$ cat src/logic/dbg_pkg.sv
// Single 32-bit word access only; memory index uses address bits 9:2, higher bits are ignored
`default_nettype none

package dbg_pkg;

  ////////////////////////////////////////////////////////////
  // Widths and plain vector types
  ////////////////////////////////////////////////////////////

  typedef logic [4:0]  ir_t;
  typedef logic [6:0]  dmi_addr_t;
  typedef logic [31:0] word_t;
  typedef logic [7:0]  mem_idx_t;

  localparam int unsigned MEM_WORDS   = 256;
  localparam int unsigned MEM_IDX_LSB = 2;

  ////////////////////////////////////////////////////////////
  // JTAG instructions and fixed values
  ////////////////////////////////////////////////////////////

  localparam ir_t IR_IDCODE = 5'd1;
  localparam ir_t IR_DMI    = 5'd17;
  localparam ir_t IR_BYPASS = 5'd31;

  // Value loaded into the IR shift path at Capture-IR
  localparam ir_t IR_CAPTURE = 5'b00001;

  // Bit 0 must stay set per 1149.1
  localparam word_t IDCODE_VALUE = 32'h1DBA_0001;

  // DMI frame layout, {addr, data, op}
  localparam int unsigned DMI_DR_WIDTH = 41;
  localparam int unsigned DMI_DATA_LSB = 2;
  localparam int unsigned DMI_ADDR_LSB = 34;

  typedef enum logic [1:0] {
    DMI_NOP   = 2'd0,
    DMI_READ  = 2'd1,
    DMI_WRITE = 2'd2
  } dmi_op_e;

  ////////////////////////////////////////////////////////////
  // System bus registers
  ////////////////////////////////////////////////////////////

  localparam dmi_addr_t ADDR_SBCS       = 7'h38;
  localparam dmi_addr_t ADDR_SBADDRESS0 = 7'h39;
  localparam dmi_addr_t ADDR_SBDATA0    = 7'h3C;

  // sbversion 1, sbaccess 2 (32 bit), sbasize 32
  localparam word_t SBCS_RO_VALUE = (32'd1 << 29) | (32'd2 << 17) | (32'd32 << 5);

  localparam int unsigned SBCS_READONADDR_BIT = 20;
  localparam int unsigned SBCS_AUTOINC_BIT    = 16;
  localparam int unsigned SBCS_READONDATA_BIT = 15;

  typedef enum logic [3:0] {
    TAP_RESET, TAP_IDLE,
    TAP_SELECT_DR, TAP_CAPTURE_DR, TAP_SHIFT_DR, TAP_EXIT1_DR,
    TAP_PAUSE_DR, TAP_EXIT2_DR, TAP_UPDATE_DR,
    TAP_SELECT_IR, TAP_CAPTURE_IR, TAP_SHIFT_IR, TAP_EXIT1_IR,
    TAP_PAUSE_IR, TAP_EXIT2_IR, TAP_UPDATE_IR
  } tap_state_e;

endpackage

`default_nettype wire
$ cat src/logic/dmi_if.sv
// No back-pressure: req is a one-cycle strobe and the register side must accept it at once
`timescale 1ns/1ps
`default_nettype none

interface dmi_if import dbg_pkg::*; ();

  logic      req;
  dmi_op_e   op;
  dmi_addr_t addr;
  word_t     wdata;
  // Holds the result of the last read until the next one
  word_t     rdata;

  modport tap (
    output req, op, addr, wdata,
    input  rdata
  );

  modport regs (
    input  req, op, addr, wdata,
    output rdata
  );

endinterface

`default_nettype wire

$ cat src/logic/jtag_tap.sv
// TDO changes on the rising TCK edge; rst_n_i replaces TRST; unknown IR codes select BYPASS
`timescale 1ns/1ps
`default_nettype none

module jtag_tap import dbg_pkg::*; (
  input  logic jtag_tck,
  input  logic rst_n_i,
  input  logic tms_i,
  input  logic tdi_i,
  output logic tdo_o,
  dmi_if.tap   dmi
);

  tap_state_e              state_q;
  tap_state_e              state_d;
  ir_t                     ir_sr_q;
  ir_t                     ir_q;
  word_t                   idcode_sr_q;
  logic                    bypass_sr_q;
  logic [DMI_DR_WIDTH-1:0] dmi_sr_q;
  dmi_op_e                 frame_op;
  logic                    sel_idcode;
  logic                    sel_dmi;
  logic                    sel_bypass;

  assign sel_idcode = (ir_q == IR_IDCODE);
  assign sel_dmi    = (ir_q == IR_DMI);
  assign sel_bypass = (ir_q == IR_BYPASS) || !(sel_idcode || sel_dmi);
  assign frame_op   = dmi_op_e'(dmi_sr_q[DMI_DATA_LSB-1:0]);

  ////////////////////////////////////////////////////////////
  // TAP state machine
  ////////////////////////////////////////////////////////////

  always_comb begin
    case (state_q)
      TAP_RESET:      state_d = tms_i ? TAP_RESET     : TAP_IDLE;
      TAP_IDLE:       state_d = tms_i ? TAP_SELECT_DR : TAP_IDLE;
      TAP_SELECT_DR:  state_d = tms_i ? TAP_SELECT_IR : TAP_CAPTURE_DR;
      TAP_CAPTURE_DR: state_d = tms_i ? TAP_EXIT1_DR  : TAP_SHIFT_DR;
      TAP_SHIFT_DR:   state_d = tms_i ? TAP_EXIT1_DR  : TAP_SHIFT_DR;
      TAP_EXIT1_DR:   state_d = tms_i ? TAP_UPDATE_DR : TAP_PAUSE_DR;
      TAP_PAUSE_DR:   state_d = tms_i ? TAP_EXIT2_DR  : TAP_PAUSE_DR;
      TAP_EXIT2_DR:   state_d = tms_i ? TAP_UPDATE_DR : TAP_SHIFT_DR;
      TAP_UPDATE_DR:  state_d = tms_i ? TAP_SELECT_DR : TAP_IDLE;
      TAP_SELECT_IR:  state_d = tms_i ? TAP_RESET     : TAP_CAPTURE_IR;
      TAP_CAPTURE_IR: state_d = tms_i ? TAP_EXIT1_IR  : TAP_SHIFT_IR;
      TAP_SHIFT_IR:   state_d = tms_i ? TAP_EXIT1_IR  : TAP_SHIFT_IR;
      TAP_EXIT1_IR:   state_d = tms_i ? TAP_UPDATE_IR : TAP_PAUSE_IR;
      TAP_PAUSE_IR:   state_d = tms_i ? TAP_EXIT2_IR  : TAP_PAUSE_IR;
      TAP_EXIT2_IR:   state_d = tms_i ? TAP_UPDATE_IR : TAP_SHIFT_IR;
      TAP_UPDATE_IR:  state_d = tms_i ? TAP_SELECT_DR : TAP_IDLE;
      default:        state_d = TAP_RESET;
    endcase
  end

  ////////////////////////////////////////////////////////////
  // Instruction and data shift paths
  ////////////////////////////////////////////////////////////

  always_ff @(posedge jtag_tck) begin
    if (!rst_n_i) begin
      state_q     <= TAP_RESET;
      ir_sr_q     <= '0;
      ir_q        <= IR_IDCODE;
      idcode_sr_q <= '0;
      bypass_sr_q <= 1'b0;
      dmi_sr_q    <= '0;
      dmi.req     <= 1'b0;
      dmi.op      <= DMI_NOP;
      dmi.addr    <= '0;
      dmi.wdata   <= '0;
    end else begin
      state_q <= state_d;
      dmi.req <= 1'b0;
      case (state_q)
        TAP_RESET:      ir_q <= IR_IDCODE;
        TAP_CAPTURE_IR: ir_sr_q <= IR_CAPTURE;
        TAP_SHIFT_IR:   ir_sr_q <= {tdi_i, ir_sr_q[4:1]};
        TAP_UPDATE_IR:  ir_q <= ir_sr_q;
        TAP_CAPTURE_DR: begin
          if (sel_idcode) idcode_sr_q <= IDCODE_VALUE;
          if (sel_bypass) bypass_sr_q <= 1'b0;
          // Keep the last shifted address, report success
          if (sel_dmi) dmi_sr_q <= {dmi_sr_q[DMI_DR_WIDTH-1:DMI_ADDR_LSB], dmi.rdata, 2'b00};
        end
        TAP_SHIFT_DR: begin
          if (sel_idcode) idcode_sr_q <= {tdi_i, idcode_sr_q[31:1]};
          if (sel_bypass) bypass_sr_q <= tdi_i;
          if (sel_dmi) dmi_sr_q <= {tdi_i, dmi_sr_q[DMI_DR_WIDTH-1:1]};
        end
        TAP_UPDATE_DR: begin
          // NOP and the reserved op code issue nothing
          if (sel_dmi && (frame_op == DMI_READ || frame_op == DMI_WRITE)) begin
            dmi.req   <= 1'b1;
            dmi.op    <= frame_op;
            dmi.addr  <= dmi_sr_q[DMI_DR_WIDTH-1:DMI_ADDR_LSB];
            dmi.wdata <= dmi_sr_q[DMI_ADDR_LSB-1:DMI_DATA_LSB];
          end
        end
        default: ;
      endcase
    end
  end

  // LSB of the active path while shifting
  always_comb begin
    tdo_o = 1'b0;
    if (state_q == TAP_SHIFT_IR) begin
      tdo_o = ir_sr_q[0];
    end else if (state_q == TAP_SHIFT_DR) begin
      if (sel_idcode) tdo_o = idcode_sr_q[0];
      else if (sel_dmi) tdo_o = dmi_sr_q[0];
      else tdo_o = bypass_sr_q;
    end
  end

endmodule

`default_nettype wire

$ cat src/flat_wrapper.sv
// flat-port wrapper written by rule: the top's interface ports become plain ports
module jtag_tap_flat import dbg_pkg::*;
  (jtag_tck, rst_n_i, tms_i, tdi_i, tdo_o, dmi_req, dmi_op, dmi_addr, dmi_wdata, dmi_rdata);
  dmi_if dmi_i ();
  input  logic jtag_tck;
  input  logic rst_n_i;
  input  logic tms_i;
  input  logic tdi_i;
  output logic tdo_o;
  output wire logic [$bits(dmi_i.req)-1:0] dmi_req;
  output wire logic [$bits(dmi_i.op)-1:0] dmi_op;
  output wire logic [$bits(dmi_i.addr)-1:0] dmi_addr;
  output wire logic [$bits(dmi_i.wdata)-1:0] dmi_wdata;
  input wire logic [$bits(dmi_i.rdata)-1:0] dmi_rdata;
  assign dmi_req = dmi_i.req;
  assign dmi_op = dmi_i.op;
  assign dmi_addr = dmi_i.addr;
  assign dmi_wdata = dmi_i.wdata;
  assign dmi_i.rdata = dmi_rdata;
  jtag_tap u_core (.jtag_tck(jtag_tck), .rst_n_i(rst_n_i), .tms_i(tms_i), .tdi_i(tdi_i), .tdo_o(tdo_o), .dmi(dmi_i));
endmodule
$ cat config.mk
export PLATFORM = sky130hd
export DESIGN_NAME = jtag_tap_flat
export DESIGN_NICKNAME = d
export VERILOG_FILES = /design/src/logic/dbg_pkg.sv /design/src/logic/dmi_if.sv /design/src/logic/jtag_tap.sv /design/src/flat_wrapper.sv
export SDC_FILE = /design/constraint.sdc
export NUM_CORES = 1
export LEC_CHECK = 0
export ABC_AREA = 1
export BUFFER_PORTS_ARGS = -buffer_cell sky130_fd_sc_hd__buf_4
export CORE_ASPECT_RATIO = 0.9
export CORE_UTILIZATION = 55
export CTS_CLUSTER_DIAMETER = 200
export DETAILED_ROUTE_END_ITERATION = 12
export HOLD_SLACK_MARGIN = 0.05
export PLACE_DENSITY = 0.86
export SETUP_SLACK_MARGIN = 0.1
export SLEW_MARGIN = 25
export SYNTH_ARGS = -nofsm -noshare
export SYNTH_HDL_FRONTEND = slang
export SYNTH_SLANG_ARGS = --single-unit
$ cat constraint.sdc
create_clock -name jtag_tck -period 1.6 [get_ports jtag_tck]
set_input_delay 0.24 -clock jtag_tck [delete_from_list [all_inputs] [get_ports jtag_tck]]
set_output_delay 0.24 -clock jtag_tck [all_outputs]
set_load 0.05 [all_outputs]
==> reports/metrics.csv <==
stage,metric,value,unit
global_route,grt ovf,0,
logic_synthesis,Post-Syn Area per Cell,7.391,um^2
cts,deepest clock path buffer count,2,
sta,final setup margin,-0.3610,ns
sta,fmax,510.0,MHz
cts,clk sinks,130,
routing,vias per inst,6.037,
placement,GPL Wtd Cong,0.8565,
worst_setup_path,crit path cell chain,"nor2_4, nand4_1, inv_1, nand2_1, nand2_1, nand2_2, nand3_4, buf_8",
floorplan,chip height,95.45,um
global_route,total track usage,29.85,%
layout,# nets final,870,
routing,DRT iter0 DRCs,601,
sta,Min Hold Slack,0.07923,ns
worst_setup_path,"Slowest-stage cell, CP",dfxtp_2,
worst_setup_path,CP top delay family,simple AND/OR/NAND/NOR gates,
layout,synthesis-to-layout area growth,40.12,%
worst_setup_path,Register-to-Register Setup Slack,-0.16,ns
worst_setup_path,Worst R2R Path Depth,10,
global_route,GR met3 Demand/Resource,4.785,%
global_route,largest net degree at the start of global routing,69,
routing,DRC Markers,0,
run_status,failing checks,setup timing,
routing,aggregate routed wire length,18.63,mm
layout,"commonest non-fill, non-tap cell in the layout",nand2_1,
worst_setup_path,Crit path depth,8,
pwr,Seq pwr share,42.8,%
pwr,clock power share,51.1,%
layout,register area,2618,um^2
logic_synthesis,Area contributors post-synth,"dfxtp_1 (49%), nand2_1 (11%), nor2_1 (8.9%), o21ai_1 (5.7%), a21oi_1 (4.9%)",
global_route,global routing usage on met2,51.91,%
logic_synthesis,Synth cell types,27,
floorplan,initial core utilization,57.70,%
routing,Avg WL per Cell,19.27,um
pwr,switching power of the nets,1.837,mW
pwr,Int Pwr,5.801,mW
cts,TritonCTS clock tree,built,
worst_setup_path,crit path buf inv count,2,
cts,TritonCTS buffer count,17,
sta,skew final,0.007114,ns
run_status,outcome,"finished, violations left",
logic_synthesis,cell accounting for the most synthesized area,dfxtp_1,
sta,RSZ-0062 raised after global routing,true,
sta,Slew HR,71.04,%
pwr,Net Sw Frac,24.05,%
worst_setup_path,crit end category,output port,
logic_synthesis,number of cells produced by synthesis,722,
global_route,initial antenna violation count,0,
global_route,first-pass GRT wire length,23.37,mm
pwr,static leakage,3.325,nW
logic_synthesis,Netlist Area Pre-Place,5336,um^2
worst_setup_path,launching point of the worst reg2reg path,u_core.state_q[0],
sta,Final Setup Violations,59,
pwr,Pwr Density,1021,nW/um^2
floorplan,row count,33,
worst_setup_path,Worst EP arrival,1.72,ns
layout,fillers,485,
sta,Final min period,1.961,ns
floorplan,die area,10100,um^2
logic_synthesis,Seq cells post-synth,130,
cts,Root Buffer Master,clkbuf_8,
pwr,Worst VDD drop,0.8948,mV
sta,final worst path period share,122.6,%
global_route,GR peak layer,met2,
cts,Clock transition at path regs,0.06,ns
worst_setup_path,CP required,1.36,ns
routing,Via Count,5838,
floorplan,Horiz. Die Dim,105.8,um
placement,Buffers on Ports,78,
pwr,combinational power share,6.1,%
placement,dpl hpwl,8.665,mm
sta,worst slew pin tran,0.4344,ns
worst_setup_path,end of the worst register-to-register path,u_core.idcode_sr_q[2],
cts,H-tree Lvls,4,
layout,share of post-route cells with drive strength above 1,33.61,%
logic_synthesis,post-synth top area share,48.77,%
worst_setup_path,crit start category,register,
worst_setup_path,CP peak stage delay,0.33,ns
logic_synthesis,Synth Net Count,758,
worst_setup_path,CP Class,register to output port,
global_route,global routing usage on met1,36.12,%
routing,drt pass-1 iters,6,
layout,multi-input logic area,2624,um^2
global_route,number of global-route vias before repair,4962,
routing,remaining antenna violation count,0,
pwr,overall power,7.637,mW
floorplan,total core area,9249,um^2
sta,Final Slew Violations,0,
worst_hold_path,worst hold path class,primary input to register,
worst_hold_path,hold path depth,2,
worst_hold_path,WHS Endpoint,u_core.ir_q[0],
worst_setup_path,cell repeated most along the worst path,nand2_1,
layout,most frequent cells in the layout,"nand2_1 (148), dfxtp_1 (124), nor2_1 (117)",
worst_hold_path,Hold Startpoint,rst_n_i,
logic_synthesis,yosys warns,0,
logic_synthesis,"Seq/Total Area, Yosys",48.77,%
sta,final hold viol count,0,
floorplan,Ports,79,
layout,ANT cells,0,
worst_setup_path,"critical path fanouts, max",3,
cts,clk_lat worst skew,0.54,ns
flow_run,maxcap violations,0,
[flip-flops by register name, summed over array words and instances, names as in the netlist]
name and flops:
u_core.bypass_sr_q 1, u_core.dmi.addr 7, u_core.dmi.op 2, u_core.dmi.req 1
u_core.dmi.wdata 32, u_core.dmi_sr_q 41, u_core.idcode_sr_q 32, u_core.ir_q 5
u_core.ir_sr_q 5, u_core.state_q 4
[timing repair]
| action | in CTS | in global routing |
|---|---|---|
| pin swaps | 7 | 38 |
| gates cloned | 3 | 8 |
| buffers inserted | 8 | 15 |
| resized for setup | 52 | 110 |
| hold endpoints to repair | 5 | 0 |
| hold buffers | 2 | 0 |
| setup endpoints to repair | 78 | 117 |
[cell usage after synthesis, drive strengths merged]
cell type / n
buf: 25
o21ai: 108
nor2: 163
xor2: 1
inv: 39
dfxtp: 130
nand2: 170
a31oi: 1
nand4: 3
nand3: 10
o21bai: 1
o22ai: 1
a21oi: 54
a211oi: 1
clkbuf: 15
[worst max-delay path by stage]
stage                                    end              start  slack (ns)
after floorplan                        tdo_o     u_core.ir_q[2]        0.12
after global placement    u_core.dmi_sr_q[6]  u_core.state_q[0]        0.05
after detailed placement  u_core.dmi_sr_q[6]  u_core.state_q[1]        0.02
after CTS                              tdo_o     u_core.ir_q[1]       -0.25
final                                  tdo_o     u_core.ir_q[2]       -0.36
after global routing                   tdo_o     u_core.ir_q[2]       -0.42
[cell families (layout without fill, tap and decap cells)]
logic type,Yosys count,in the layout,synth area share [%]
simple gates,346,346,27.60
compound gates,166,166,15.85
flops,130,130,48.77
buf+inv,79,202,7.620
xor+xnor,1,1,0.1642
[metal layers]
layer / up-vias / share of wire [%]
met3: 120 / 8.8
li1: 2533 / -
met2: 429 / 48
met5: - / 0
met1: 2756 / 37
met4: 0 / 5.3
[power groups by stage]
stage / Clock (mW) / Combinational (mW) / Sequential, mW
after floorplan: 0 / 0.197 / 3.34
after global placement: 0 / 0.319 / 3.34
after detailed placement: 0 / 0.324 / 3.34
after CTS: 3.83 / 0.358 / 3.27
after global routing: 4.02 / 0.492 / 3.27
final: 3.90 / 0.465 / 3.27
[per-stage QoR]
stage	setup TNS (ns)	worst slack (ns)	area [um^2]	util [%]	instances
final	-4.472	-0.3610	7477	80.84	967
after global routing	-9.730	-0.4199	7477	80.84	967
after CTS	-1.221	-0.2527	6862	74.19	944
after detailed placement	0	0.01596	6008	64.96	901
after global placement	0	0.04934	6008	64.96	901
after floorplan	0	0.1223	5360	-	722
[cell type report]
type / count / area share [%]
multi-input cells: 513 / 35.09
flip-flops and latches: 130 / 35.01
repair buffers: 131 / 17.59
clock buffers: 17 / 5.539
inverters: 39 / 2.343
clock inverters: 13 / 2.192
well taps: 122 / 2.041
repair inverters: 2 / 0.2008
No activity file was read; power rests on OpenSTA's default activity.
