==> config.mk <==
export PLATFORM = sky130hd
export DESIGN_NAME = sba_regs_flat
export DESIGN_NICKNAME = d
export VERILOG_FILES = /design/src/logic/dbg_pkg.sv /design/src/logic/dmi_if.sv /design/src/logic/sba_regs.sv /design/src/flat_wrapper.sv
export SDC_FILE = /design/constraint.sdc
export NUM_CORES = 1
export LEC_CHECK = 0
export BUFFER_PORTS_ARGS = -buffer_cell sky130_fd_sc_hd__buf_2
export CAP_MARGIN = 20
export CELL_PAD_IN_SITES_DETAIL_PLACEMENT = 1
export CELL_PAD_IN_SITES_GLOBAL_PLACEMENT = 2
export CORE_UTILIZATION = 32
export DETAILED_ROUTE_END_ITERATION = 8
export GPL_TIMING_DRIVEN = 0
export PLACE_DENSITY = 0.93
export RECOVER_POWER = 25
export SLEW_MARGIN = 20
export SYNTH_ARGS = -nofsm -noshare
export SYNTH_HDL_FRONTEND = slang
export SYNTH_SLANG_ARGS = --single-unit
export TNS_END_PERCENT = 1
==> constraint.sdc <==
create_clock -name jtag_tck -period 2.93 [get_ports jtag_tck]
set_input_delay 0.1465 -clock jtag_tck [delete_from_list [all_inputs] [get_ports jtag_tck]]
set_output_delay 0.1465 -clock jtag_tck [all_outputs]
set_load 0.02 [all_outputs]
==> src/logic/dbg_pkg.sv <==
// Single 32-bit word access only; memory index uses address bits 9:2, higher bits are ignored
`default_nettype none

package dbg_pkg;

  ////////////////////////////////////////////////////////////
  // Widths and plain vector types
  ////////////////////////////////////////////////////////////

  typedef logic [4:0]  ir_t;
  typedef logic [6:0]  dmi_addr_t;
  typedef logic [31:0] word_t;
  typedef logic [7:0]  mem_idx_t;

  localparam int unsigned MEM_WORDS   = 256;
  localparam int unsigned MEM_IDX_LSB = 2;

  ////////////////////////////////////////////////////////////
  // JTAG instructions and fixed values
  ////////////////////////////////////////////////////////////

  localparam ir_t IR_IDCODE = 5'd1;
  localparam ir_t IR_DMI    = 5'd17;
  localparam ir_t IR_BYPASS = 5'd31;

  // Value loaded into the IR shift path at Capture-IR
  localparam ir_t IR_CAPTURE = 5'b00001;

  // Bit 0 must stay set per 1149.1
  localparam word_t IDCODE_VALUE = 32'h1DBA_0001;

  // DMI frame layout, {addr, data, op}
  localparam int unsigned DMI_DR_WIDTH = 41;
  localparam int unsigned DMI_DATA_LSB = 2;
  localparam int unsigned DMI_ADDR_LSB = 34;

  typedef enum logic [1:0] {
    DMI_NOP   = 2'd0,
    DMI_READ  = 2'd1,
    DMI_WRITE = 2'd2
  } dmi_op_e;

  ////////////////////////////////////////////////////////////
  // System bus registers
  ////////////////////////////////////////////////////////////

  localparam dmi_addr_t ADDR_SBCS       = 7'h38;
  localparam dmi_addr_t ADDR_SBADDRESS0 = 7'h39;
  localparam dmi_addr_t ADDR_SBDATA0    = 7'h3C;

  // sbversion 1, sbaccess 2 (32 bit), sbasize 32
  localparam word_t SBCS_RO_VALUE = (32'd1 << 29) | (32'd2 << 17) | (32'd32 << 5);

  localparam int unsigned SBCS_READONADDR_BIT = 20;
  localparam int unsigned SBCS_AUTOINC_BIT    = 16;
  localparam int unsigned SBCS_READONDATA_BIT = 15;

  typedef enum logic [3:0] {
    TAP_RESET, TAP_IDLE,
    TAP_SELECT_DR, TAP_CAPTURE_DR, TAP_SHIFT_DR, TAP_EXIT1_DR,
    TAP_PAUSE_DR, TAP_EXIT2_DR, TAP_UPDATE_DR,
    TAP_SELECT_IR, TAP_CAPTURE_IR, TAP_SHIFT_IR, TAP_EXIT1_IR,
    TAP_PAUSE_IR, TAP_EXIT2_IR, TAP_UPDATE_IR
  } tap_state_e;

endpackage

`default_nettype wire
==> src/logic/dmi_if.sv <==
// No back-pressure: req is a one-cycle strobe and the register side must accept it at once
`timescale 1ns/1ps
`default_nettype none

interface dmi_if import dbg_pkg::*; ();

  logic      req;
  dmi_op_e   op;
  dmi_addr_t addr;
  word_t     wdata;
  // Holds the result of the last read until the next one
  word_t     rdata;

  modport tap (
    output req, op, addr, wdata,
    input  rdata
  );

  modport regs (
    input  req, op, addr, wdata,
    output rdata
  );

endinterface

`default_nettype wire

==> src/logic/sba_regs.sv <==
// Memory answers in one cycle, so there is no busy or error state; accesses are 32-bit only
`timescale 1ns/1ps
`default_nettype none

module sba_regs import dbg_pkg::*; (
  input  logic     jtag_tck,
  input  logic     rst_n_i,
  dmi_if.regs      dmi,
  output logic     mem_we_o,
  output logic     mem_re_o,
  output mem_idx_t mem_idx_o,
  output word_t    mem_wdata_o,
  input  word_t    mem_rdata_i
);

  logic  readonaddr_q;
  logic  autoinc_q;
  logic  readondata_q;
  word_t sbaddress0_q;
  word_t sbdata0_q;
  logic  rd_pend_q;
  word_t sbcs_val;
  word_t read_val;
  logic  dmi_wr;
  logic  dmi_rd;

  assign dmi_wr = dmi.req && (dmi.op == DMI_WRITE);
  assign dmi_rd = dmi.req && (dmi.op == DMI_READ);

  // Memory always sees the live address and data registers
  assign mem_idx_o   = sbaddress0_q[MEM_IDX_LSB +: $bits(mem_idx_t)];
  assign mem_wdata_o = sbdata0_q;

  always_comb begin
    sbcs_val = SBCS_RO_VALUE;
    sbcs_val[SBCS_READONADDR_BIT] = readonaddr_q;
    sbcs_val[SBCS_AUTOINC_BIT]    = autoinc_q;
    sbcs_val[SBCS_READONDATA_BIT] = readondata_q;
  end

  always_comb begin
    case (dmi.addr)
      ADDR_SBCS:       read_val = sbcs_val;
      ADDR_SBADDRESS0: read_val = sbaddress0_q;
      ADDR_SBDATA0:    read_val = sbdata0_q;
      default:         read_val = '0;
    endcase
  end

  always_ff @(posedge jtag_tck) begin
    if (!rst_n_i) begin
      readonaddr_q <= 1'b0;
      autoinc_q    <= 1'b0;
      readondata_q <= 1'b0;
      sbaddress0_q <= '0;
      sbdata0_q    <= '0;
      rd_pend_q    <= 1'b0;
      mem_we_o     <= 1'b0;
      mem_re_o     <= 1'b0;
      dmi.rdata    <= '0;
    end else begin
      mem_we_o  <= 1'b0;
      mem_re_o  <= 1'b0;
      rd_pend_q <= mem_re_o;
      // Finish a pending access, read data lands one cycle after mem_re
      if (rd_pend_q) sbdata0_q <= mem_rdata_i;
      if ((rd_pend_q || mem_we_o) && autoinc_q) sbaddress0_q <= sbaddress0_q + 32'd4;
      if (dmi_wr) begin
        case (dmi.addr)
          ADDR_SBCS: begin
            readonaddr_q <= dmi.wdata[SBCS_READONADDR_BIT];
            autoinc_q    <= dmi.wdata[SBCS_AUTOINC_BIT];
            readondata_q <= dmi.wdata[SBCS_READONDATA_BIT];
          end
          ADDR_SBADDRESS0: begin
            sbaddress0_q <= dmi.wdata;
            mem_re_o     <= readonaddr_q;
          end
          ADDR_SBDATA0: begin
            sbdata0_q <= dmi.wdata;
            mem_we_o  <= 1'b1;
          end
          default: ;
        endcase
      end
      if (dmi_rd) begin
        dmi.rdata <= read_val;
        // Prefetch the next word after handing out the current one
        if (dmi.addr == ADDR_SBDATA0) mem_re_o <= readondata_q;
      end
    end
  end

endmodule

`default_nettype wire

==> src/flat_wrapper.sv <==
// flat-port wrapper written by rule: the top's interface ports become plain ports
module sba_regs_flat import dbg_pkg::*;
  (jtag_tck, rst_n_i, mem_we_o, mem_re_o, mem_idx_o, mem_wdata_o, mem_rdata_i, dmi_req, dmi_op, dmi_addr, dmi_wdata, dmi_rdata);
  dmi_if dmi_i ();
  input  logic jtag_tck;
  input  logic rst_n_i;
  output logic mem_we_o;
  output logic mem_re_o;
  output mem_idx_t mem_idx_o;
  output word_t mem_wdata_o;
  input  word_t mem_rdata_i;
  input wire logic [$bits(dmi_i.req)-1:0] dmi_req;
  input wire logic [$bits(dmi_i.op)-1:0] dmi_op;
  input wire logic [$bits(dmi_i.addr)-1:0] dmi_addr;
  input wire logic [$bits(dmi_i.wdata)-1:0] dmi_wdata;
  output wire logic [$bits(dmi_i.rdata)-1:0] dmi_rdata;
  assign dmi_i.req = dmi_req;
  assign dmi_i.op = dmi_op;
  assign dmi_i.addr = dmi_addr;
  assign dmi_i.wdata = dmi_wdata;
  assign dmi_rdata = dmi_i.rdata;
  sba_regs u_core (.jtag_tck(jtag_tck), .rst_n_i(rst_n_i), .dmi(dmi_i), .mem_we_o(mem_we_o), .mem_re_o(mem_re_o), .mem_idx_o(mem_idx_o), .mem_wdata_o(mem_wdata_o), .mem_rdata_i(mem_rdata_i));
endmodule
==> results of run 1 <==
==> final timing paths <==
check	to	slack (ns)	cells past startpoint
setup / recovery	u_core.sbaddress0_q[18]	0.83	6
hold / removal	u_core.sbaddress0_q[1]	0.07	3
setup reg to reg	u_core.sbaddress0_q[18]	0.83	6
hold reg to reg	u_core.dmi.rdata[4]	0.46	2
==> state kept, by name, indices dropped and copies added, names as in the netlist <==
register             flops
u_core.sbaddress0_q     32
u_core.mem_re_o          1
u_core.mem_we_o          1
u_core.mem_wdata_o      32
u_core.readondata_q      1
u_core.readonaddr_q      1
u_core.rd_pend_q         1
u_core.dmi.rdata        32
u_core.autoinc_q         1
==> power breakdown <==
group	internal [W]	switching, W	leakage, nW
logic	0.0000511	0.0000900	1.24
clock network	0.000713	0.000559	0.149
registers	0.00139	0.00000139	0.821
==> critical path: cells and delay by family, from the launching register on <==
kind / cells / cell delay, ns
AND/OR/NAND/NOR: 3 / 0.90
flip-flops: 1 / 0.49
adder cells (fa/ha/maj): 1 / 0.30
XOR/XNOR: 1 / 0.21
AO/OA/AOI/OAI: 1 / 0.08
==> stage by stage <==
stage / cells / cell area, sq um / power [W] / util, % / hold WS [ns]
after global routing: 885 / 5980 / 0.00289 / 41.2 / 0.0826
after detailed placement: 869 / 5730 / 0.00156 / 39.4 / 0.423
final: 885 / 5980 / 0.00280 / 41.2 / 0.0689
after global placement: 869 / 5730 / 0.00156 / 39.4 / 0.400
after CTS: 885 / 6040 / 0.00282 / 41.5 / 0.0710
after floorplan: 537 / 4750 / 0.00147 / - / 0.285
==> final cells by class <==
class                           instances  area, sq um
Tap cell                              184          230
Inverter                                7         26.3
Timing Repair Buffer                  148          687
Clock buffer                           12          256
Buffer                                 49          268
Multi-Input combinational cell        379         2420
Clock inverter                          4         55.1
Fill cell                            1803         8550
Sequential cell                       102         2040
==> metal layers <==
metal | part of all wire, % | global-route usage, % | vias to the layer above
li1 | - | - | 2241
met1 | 44 | 29.8 | 2303
met2 | 48 | 38.4 | 138
met3 | 5.4 | 4.81 | 22
met4 | 1.8 | 6.99 | 0
met5 | 0 | 0 | -
==> cell usage in the layout (no fill, tap or decap), types with 3 or more instances in the layout <==
| cell type | instances |
|---|---|
| nor3_1 | 4 |
| buf_4 | 9 |
| nand4_1 | 15 |
| xor2_1 | 20 |
| a21oi_1 | 23 |
| o21ai_0 | 54 |
| mux2i_1 | 41 |
| a31oi_1 | 4 |
| xnor2_1 | 8 |
| a22oi_1 | 27 |
| clkbuf_1 | 67 |
| buf_6 | 5 |
| nand3_1 | 8 |
| or3_1 | 3 |
| clkbuf_16 | 9 |
| inv_1 | 6 |
| nand2_1 | 45 |
| dfxtp_1 | 102 |
| buf_2 | 115 |
| nor2_1 | 60 |
| a211oi_1 | 37 |
| a211oi_2 | 4 |
==> cell families after synthesis <==
kind of cell / count (synthesis) / synth area share [%]
simple gates: 157 / 16.1
compound gates: 152 / 20.7
flops: 102 / 42.9
buf+inv: 56 / 6.18
mux: 41 / 8.63
xor+xnor: 28 / 5.16
fa+ha+maj: 1 / 0.263
==> impl_metrics.toml, run 1 <==
[timing]
relSlewSlack_pct = 41.6
timing.fmax_mhz = 477
period_needed_ns = 2.10
tightest_slew_ns = 0.876
skew_ns = 0.0113
fin_ws_ns = 0.833
tns_ns = 0
period_share_pct = 71.6
rsz0062_at_grt = "false"
drv_slew = 0
setup_viol = 0
hold_viol = 0

[critical_path]
worst-setup-path-type = "reg -> reg"
start_kind = "flop"
path_cells = "ha_1 -> nand2_1 -> nor4_2 -> nand4_1 -> xor2_1 -> a21oi_1"
worstPathMaxFanout = 6
crit_start = "u_core.sbaddress0_q[2]"
cp.required_ns = 3.17
cp-end-kind = "flop"
timing.rr.start = "u_core.sbaddress0_q[2]"
cpPeakStageDelay_ns = 0.52
cp.arrival_ns = 2.34
slowest_stage = "nor4_2"

[synth]
synth_nets = 614
ys_top_cells_by_area = "dfxtp_1 (43%), mux2i_1 (8.6%), a211oi_1 (5.8%)"
ys_ff_latch = 102
ys.flop_type = "dfxtp_1"
syn_area_per_cell_sq_um = 8.85
syn_inst = 537
yosys.area.top_type = "dfxtp_1"
synth_cell_types = 41
netlist.area_leader.share_pct = 42.9
ys_warn_count = 0
yosysMostFrequentCell = "dfxtp_1"
synth_commonest_cells = "dfxtp_1 (102), nor2_1 (60), o21ai_0 (54)"
synth_edf_count = 0
synthArstFlopShare_pct = 0
syn_area_sq_um = 4750
ys_seq_area_share_pct = 42.9

[placement]
dp_slack_ns = 0.916
io_buffers = 148
place_congestion = 0.877
dp_hpwl_microns = 13000

[routing]
via_count = 4704
ant_nets = 0
drtIter0Drc = 288
via_per_inst = 5.32
firstDrtPassIters = 5
wire_per_inst_microns = 19.4
drt_wl_total_microns = 17200
route.detailed.drc = 0

[floorplan]
row_count = 44
die_h_microns = 124
die_x_microns = 124
core_sq_um = 14500
dieArea_sq_um = 15400
start_util_pct = 32.7
ios = 150

[layout]
n_antenna_cell = 0
nNetsFinal = 773
syn_to_final_growth_pct = 25.8
drive_above_1_share_pct = 22.7

[pwr]
ir_drop_mv = 0.262
p_per_area_nw_per_um2 = 468
p_leak_nw = 2.21

[clock_network]
cts_setup_buffers = 0
cts_root_buf = "clkbuf_16"
cts_tree = "built"
post_cts_resized = 0
clk_pin_slew_ns = 0.08
worstSkewPairLatency_ns = 0.36
max-clock-path-buffers = 2
cts_made_buffers = 9
cts_hold_buf = 0
htree_levels = 3
clkSinkCount = 102

[global_routing]
grt_first_pass_wirelength_microns = 26200
grt_max_degree = 17
grt_pass1_vias = 4749
grt_antenna_before_repair = 0
grt_usage_pct = 23.1
grt-ovfl-total = 0

[flow_run]
cap_violations = 0

[min_path]
worstHoldStart = "dmi_wdata[1]"
hp-class = "in -> reg"

[status]
status = "finished, final reports clean"
Power figures use the tool's default switching activity.
==> run 2: changes to the inputs <==
--- a/config.mk
+++ b/config.mk
@@ -5,14 +5,15 @@
 export SDC_FILE = /design/constraint.sdc
 export NUM_CORES = 1
 export LEC_CHECK = 0
+export ABC_AREA = 1
 export BUFFER_PORTS_ARGS = -buffer_cell sky130_fd_sc_hd__buf_2
 export CAP_MARGIN = 20
 export CELL_PAD_IN_SITES_DETAIL_PLACEMENT = 1
 export CELL_PAD_IN_SITES_GLOBAL_PLACEMENT = 2
-export CORE_UTILIZATION = 32
+export CORE_UTILIZATION = 27
 export DETAILED_ROUTE_END_ITERATION = 8
 export GPL_TIMING_DRIVEN = 0
-export PLACE_DENSITY = 0.93
+export PLACE_DENSITY = 0.87
 export RECOVER_POWER = 25
 export SLEW_MARGIN = 20
 export SYNTH_ARGS = -nofsm -noshare
==> constraint.sdc (replaced) <==
create_clock -name jtag_tck -period 2 [get_ports jtag_tck]
set_input_delay 0.1 -clock jtag_tck [delete_from_list [all_inputs] [get_ports jtag_tck]]
set_output_delay 0.1 -clock jtag_tck [all_outputs]
set_load 0.02 [all_outputs]
==> run 2 against run 1 <==
  * The flow now finishes with violations (negative hold slack)
  * Synthesized area up 12%
  * Register-to-register slack worse by 0.65 ns
  * Sequential share of layout area down 4.1 points
  * Clock skew down 0.0038 ns
  * Global-route usage down 0.39 points
  * Largest cell class unchanged
  * Clock power up 57%
  * Sequential power up 46%
  * Worst setup slack worse by 0.65 ns
  * Non-clock buffer count up 13
==> impl_metrics.toml, run 2 <==
[global_routing]
grt-ovfl-total = 0
grt_first_pass_wirelength_microns = 34000
grt_pass1_vias = 5969
grt_max_degree = 18
grt_usage_pct = 22.7
grt_antenna_before_repair = 0

[clock_network]
cts_made_buffers = 9
max-clock-path-buffers = 2
cts_root_buf = "clkbuf_16"
worstSkewPairLatency_ns = 0.36
clk_pin_slew_ns = 0.07
clkSinkCount = 102
cts_tree = "built"
htree_levels = 3

[routing]
firstDrtPassIters = 4
via_per_inst = 4.75
via_count = 5942
drt_wl_total_microns = 22600
wire_per_inst_microns = 18.1
drtIter0Drc = 303
ant_nets = 0
route.detailed.drc = 0

[critical_path]
path_cells = "nand2_1 -> nor2_1 -> nand2_1 -> nor2_1 -> nand2_1 -> xor2_1 -> o21bai_1 -> inv_1"
start_kind = "flop"
cp.required_ns = 2.26
slowest_stage = "dfxtp_1"
cp-end-kind = "flop"
worst-setup-path-type = "reg -> reg"
cp.arrival_ns = 2.08
worstPathMaxFanout = 5
cpPeakStageDelay_ns = 0.46
cpMostUsedCell = "nand2_1"

[timing]
drv_slew = 0
period_share_pct = 91.1
rsz0062_at_grt = "false"
skew_ns = 0.00746
whs_ns = -0.00347
setup_viol = 0
tns_ns = 0
relSlewSlack_pct = 44.8
timing.fmax_mhz = 549
tightest_slew_ns = 0.828
hold_viol = 1
period_needed_ns = 1.82

[status]
status = "complete, but fails checks"
violations = "negative hold slack"

[layout]
final_cell_mix = "nand2_1 (190), buf_2 (114), inv_1 (110), dfxtp_1 (102), o21ai_0 (95)"
drive_above_1_share_pct = 16.1
syn_to_final_growth_pct = 27.7
nNetsFinal = 1064
fin_cells = 1252
n_antenna_cell = 0
layout_commonest_cell = "nand2_1"

[placement]
place_congestion = 0.837
dp_cells = 1223
io_buffers = 149
dp_hpwl_microns = 17700

[synth]
ys_warn_count = 0
ys_seq_area_share_pct = 38.4
ys.flop_type = "dfxtp_1"
syn_area_sq_um = 5320
yosysMostFrequentCell = "nand2_1"
synth_cell_types = 31
synthArstFlopShare_pct = 0
netlist.area_leader.share_pct = 38.4
synth_edf_count = 0
syn_area_per_cell_sq_um = 6.53
ys_ff_latch = 102
syn_inst = 814
synth_commonest_cells = "nand2_1 (191), inv_1 (110), dfxtp_1 (102)"
ys_top_cells_by_area = "dfxtp_1 (38%), nand2_1 (13%), o21ai_0 (8.9%)"
synth_nets = 891
yosys.area.top_type = "dfxtp_1"

[pwr]
p_per_area_nw_per_um2 = 629
p_leak_nw = 2.89
ir_drop_mv = 0.354

[floorplan]
ios = 150
start_util_pct = 27.9
dieArea_sq_um = 20300
die_x_microns = 142
row_count = 50
die_h_microns = 142
core_sq_um = 19000

[min_path]
hp-class = "in -> reg"

[flow_run]
cap_violations = 0
==> run 2: timing repair <==
action	CTS	global route
setup buffers	0	0
hold buffers	13	0
endpoints found under the setup margin	0	4
endpoints found under the hold margin	13	0
resized for setup	0	2
==> run 2: metal layers <==
layer / GRT usage [%] / wire [microns] / vias up
met3: 3.36 / 1040 / 29
met4: 8.21 / 581 / 0
met1: 29.4 / 10600 / 2785
met5: 0 / 0 / -
li1: - / - / 2935
met2: 38.0 / 10400 / 193
==> run 2: cells by family (layout without fill, tap and decap cells) <==
logic type | Yosys count | after routing | synth area share, %
mux | 1 | 1 | 0.212
buf+inv | 162 | 340 | 12.6
xor+xnor | 13 | 13 | 2.14
fa+ha+maj | 1 | 1 | 0.235
flops | 102 | 102 | 38.4
compound gates | 185 | 185 | 18.5
simple gates | 350 | 350 | 28.0
==> run 2: cell type report <==
class	count	area, sq um
Buffer	48	240
Clock buffer	10	229
Clock inverter	6	93.8
Fill cell	2554	12200
Inverter	114	428
Multi-Input combinational cell	550	2610
Sequential cell	102	2040
Tap cell	260	325
Timing Repair Buffer	162	821
==> run 2: per-stage QoR <==
stage | worst slack [ns] | hold WS, ns | util, % | area (sq um) | total power (W)
floorplan | 0.552 | 0.235 | - | 5320 | 0.00216
global placement | 0.125 | 0.341 | 33.6 | 6390 | 0.00230
detailed placement | 0.115 | 0.347 | 33.6 | 6390 | 0.00230
CTS | 0.0988 | 0.000623 | 36.0 | 6840 | 0.00430
global route | 0.0146 | 0.0117 | 35.7 | 6790 | 0.00439
finish | 0.178 | -0.00347 | 35.7 | 6790 | 0.00427
==> run 2: critical path: cells and delay by family (launching register included) <==
kind	cells	cell delay [ns]
compound gates	1	0.13
simple gates	5	0.89
xor+xnor	1	0.18
flops	1	0.46
buf+inv	1	0.05
==> run 2: final timing paths <==
check,start,endpoint,slack [ns],cells past startpoint
worst max-delay path,u_core.sbaddress0_q[5],u_core.sbaddress0_q[21],0.18,8
worst min-delay path,dmi_wdata[17],u_core.mem_wdata_o[17],-0.003,3
worst max register to register,u_core.sbaddress0_q[5],u_core.sbaddress0_q[21],0.18,8
worst min register to register,u_core.mem_re_o,u_core.rd_pend_q,0.45,2
==> run 2: report_power, final <==
group          total [W]  internal, W  switching [W]
Sequential       0.00203      0.00203     0.00000172
Clock            0.00199      0.00111       0.000883
Combinational   0.000243    0.0000942       0.000149
==> run 3: changes to the inputs <==
--- a/config.mk
+++ b/config.mk
@@ -14,7 +14,6 @@
 export DETAILED_ROUTE_END_ITERATION = 8
 export GPL_TIMING_DRIVEN = 0
 export PLACE_DENSITY = 0.87
-export RECOVER_POWER = 25
 export SLEW_MARGIN = 20
 export SYNTH_ARGS = -nofsm -noshare
 export SYNTH_HDL_FRONTEND = slang
==> run 3 against run 2 <==
  * The run still ends with negative hold slack left
  * Via count up 1.2%
  * Sequential share of layout area fell by 0.24 points
  * Maximum frequency barely moved
  * Non-clock buffer count is the same
  * Clock power hardly changed
  * Highest routed layer unchanged
==> impl_metrics.toml, run 3 (same netlist as run 2, synthesis figures left out) <==
[floorplan]
die_h_microns = 142
dieArea_sq_um = 20300
die_x_microns = 142
core_sq_um = 19000
row_count = 50
start_util_pct = 27.9
ios = 150

[layout]
syn_to_final_growth_pct = 28.8
drive_above_1_share_pct = 20.6
nNetsFinal = 1064
stdcell_area_sq_um = 6840
n_antenna_cell = 0
final_cell_mix = "nand2_1 (190), buf_2 (158), inv_1 (110), dfxtp_1 (102), o21ai_0 (95)"
layout_commonest_cell = "nand2_1"

[routing]
route.detailed.drc = 0
wire_per_inst_microns = 18.1
via_per_inst = 4.80
firstDrtPassIters = 4
drtIter0Drc = 293
drt_wl_total_microns = 22600
via_count = 6011
ant_nets = 0

[global_routing]
grt_pass1_vias = 5969
grt_first_pass_wirelength_microns = 34000
grt_max_degree = 18
grt_usage_pct = 22.7
grt_antenna_before_repair = 0
grt-ovfl-total = 0

[timing]
whs_ns = -0.00222
setup_viol = 0
period_share_pct = 91.2
tightest_slew_ns = 0.810
tns_ns = 0
hold_viol = 1
skew_ns = 0.00852
timing.fmax_mhz = 548
drv_slew = 0
relSlewSlack_pct = 46.0
period_needed_ns = 1.82
rsz0062_at_grt = "false"

[pwr]
finalPower_w = 0.00426
p_leak_nw = 3.08
ir_drop_mv = 0.351
p_per_area_nw_per_um2 = 623

[critical_path]
start_kind = "flop"
slowest_stage = "dfxtp_1"
worstPathMaxFanout = 7
cpPeakStageDelay_ns = 0.39
cp_num_cells = 10
cp_top_family = "simple AND/OR/NAND/NOR gates"
path_cells = "ha_1 -> inv_1 -> nor2_2 -> nand2_2 -> nor2_4 -> nand4_1 -> nand2_1 -> nand2_1 -> nor2_1 -> nor2_1"
cp.required_ns = 2.26
r2r_cells = 10
crit_buf_inv = 1
worst-setup-path-type = "reg -> reg"
cp-end-kind = "flop"
cp.arrival_ns = 2.08

[clock_network]
cts_root_buf = "clkbuf_16"
worstSkewPairLatency_ns = 0.36
htree_levels = 3
cts_tree = "built"
cts_setup_buffers = 0
cts_made_buffers = 9
clkSinkCount = 102
clk_pin_slew_ns = 0.08
max-clock-path-buffers = 2

[min_path]
hold_depth = 3
hp-class = "in -> reg"

[placement]
dp_hpwl_microns = 17700
io_buffers = 149
place_area_sq_um = 6390
place_congestion = 0.837

[status]
status = "complete, but fails checks"
violations = "negative hold slack"

[flow_run]
cap_violations = 0
-- run 3: path summary, 6_finish.rpt --
path         slack [ns]                      end              startpoint
max                0.18  u_core.sbaddress0_q[26]  u_core.sbaddress0_q[2]
min              -0.002   u_core.mem_wdata_o[17]           dmi_wdata[17]
max reg2reg        0.18  u_core.sbaddress0_q[26]  u_core.sbaddress0_q[2]
min reg2reg        0.45         u_core.rd_pend_q         u_core.mem_re_o
-- run 3: cell type report --
cell class / instances / area (sq um)
Clock buffer: 10 / 229
Buffer: 48 / 240
Inverter: 114 / 428
Sequential cell: 102 / 2040
Clock inverter: 6 / 93.8
Tap cell: 260 / 325
Timing Repair Buffer: 162 / 876
Multi-Input combinational cell: 550 / 2610
Fill cell: 2530 / 12200
-- run 3: stage by stage --
step	worst slack [ns]	utilization (%)	hold slack [ns]	instances
3_5_place_dp	0.115	33.6	0.347	1223
6_report	0.177	36.0	-0.00222	1252
4_1_cts	0.0988	36.0	0.000623	1252
5_1_grt	0.0146	36.0	0.0117	1252
2_1_floorplan	0.552	-	0.235	814
3_3_place_gp	0.125	33.6	0.341	1223
-- run 3: worst reg2reg max path: stages, from the launching register on --
cell and delay (ns):
dfxtp_1 0.39, ha_1 0.19, inv_1 0.06, nor2_2 0.20
nand2_2 0.15, nor2_4 0.25, nand4_1 0.17, nand2_1 0.11
nand2_1 0.05, nor2_1 0.11, nor2_1 0.05
-- run 3: what timing repair did --
item | CTS | global route
endpoints found under the setup margin | 0 | 4
hold buffers | 13 | 0
gates resized for setup | 0 | 2
hold endpoints to repair | 13 | 0
-- run 3: layer usage --
layer / part of all wire [%] / routed length, microns / vias up / GRT usage [%]
met1: 46 / 10300 / 2839 / 29.4
met5: 0 / 0 / - / 0
met4: 2.5 / 562 / 0 / 8.21
met3: 5.6 / 1260 / 26 / 3.36
met2: 46 / 10500 / 212 / 38.0
li1: - / - / 2934 / -
-- run 3: power breakdown --
group	switching [W]	internal, W	total (W)
combinational	0.000149	0.0000943	0.000243
sequential	0.00000170	0.00203	0.00203
clock	0.000876	0.00111	0.00199
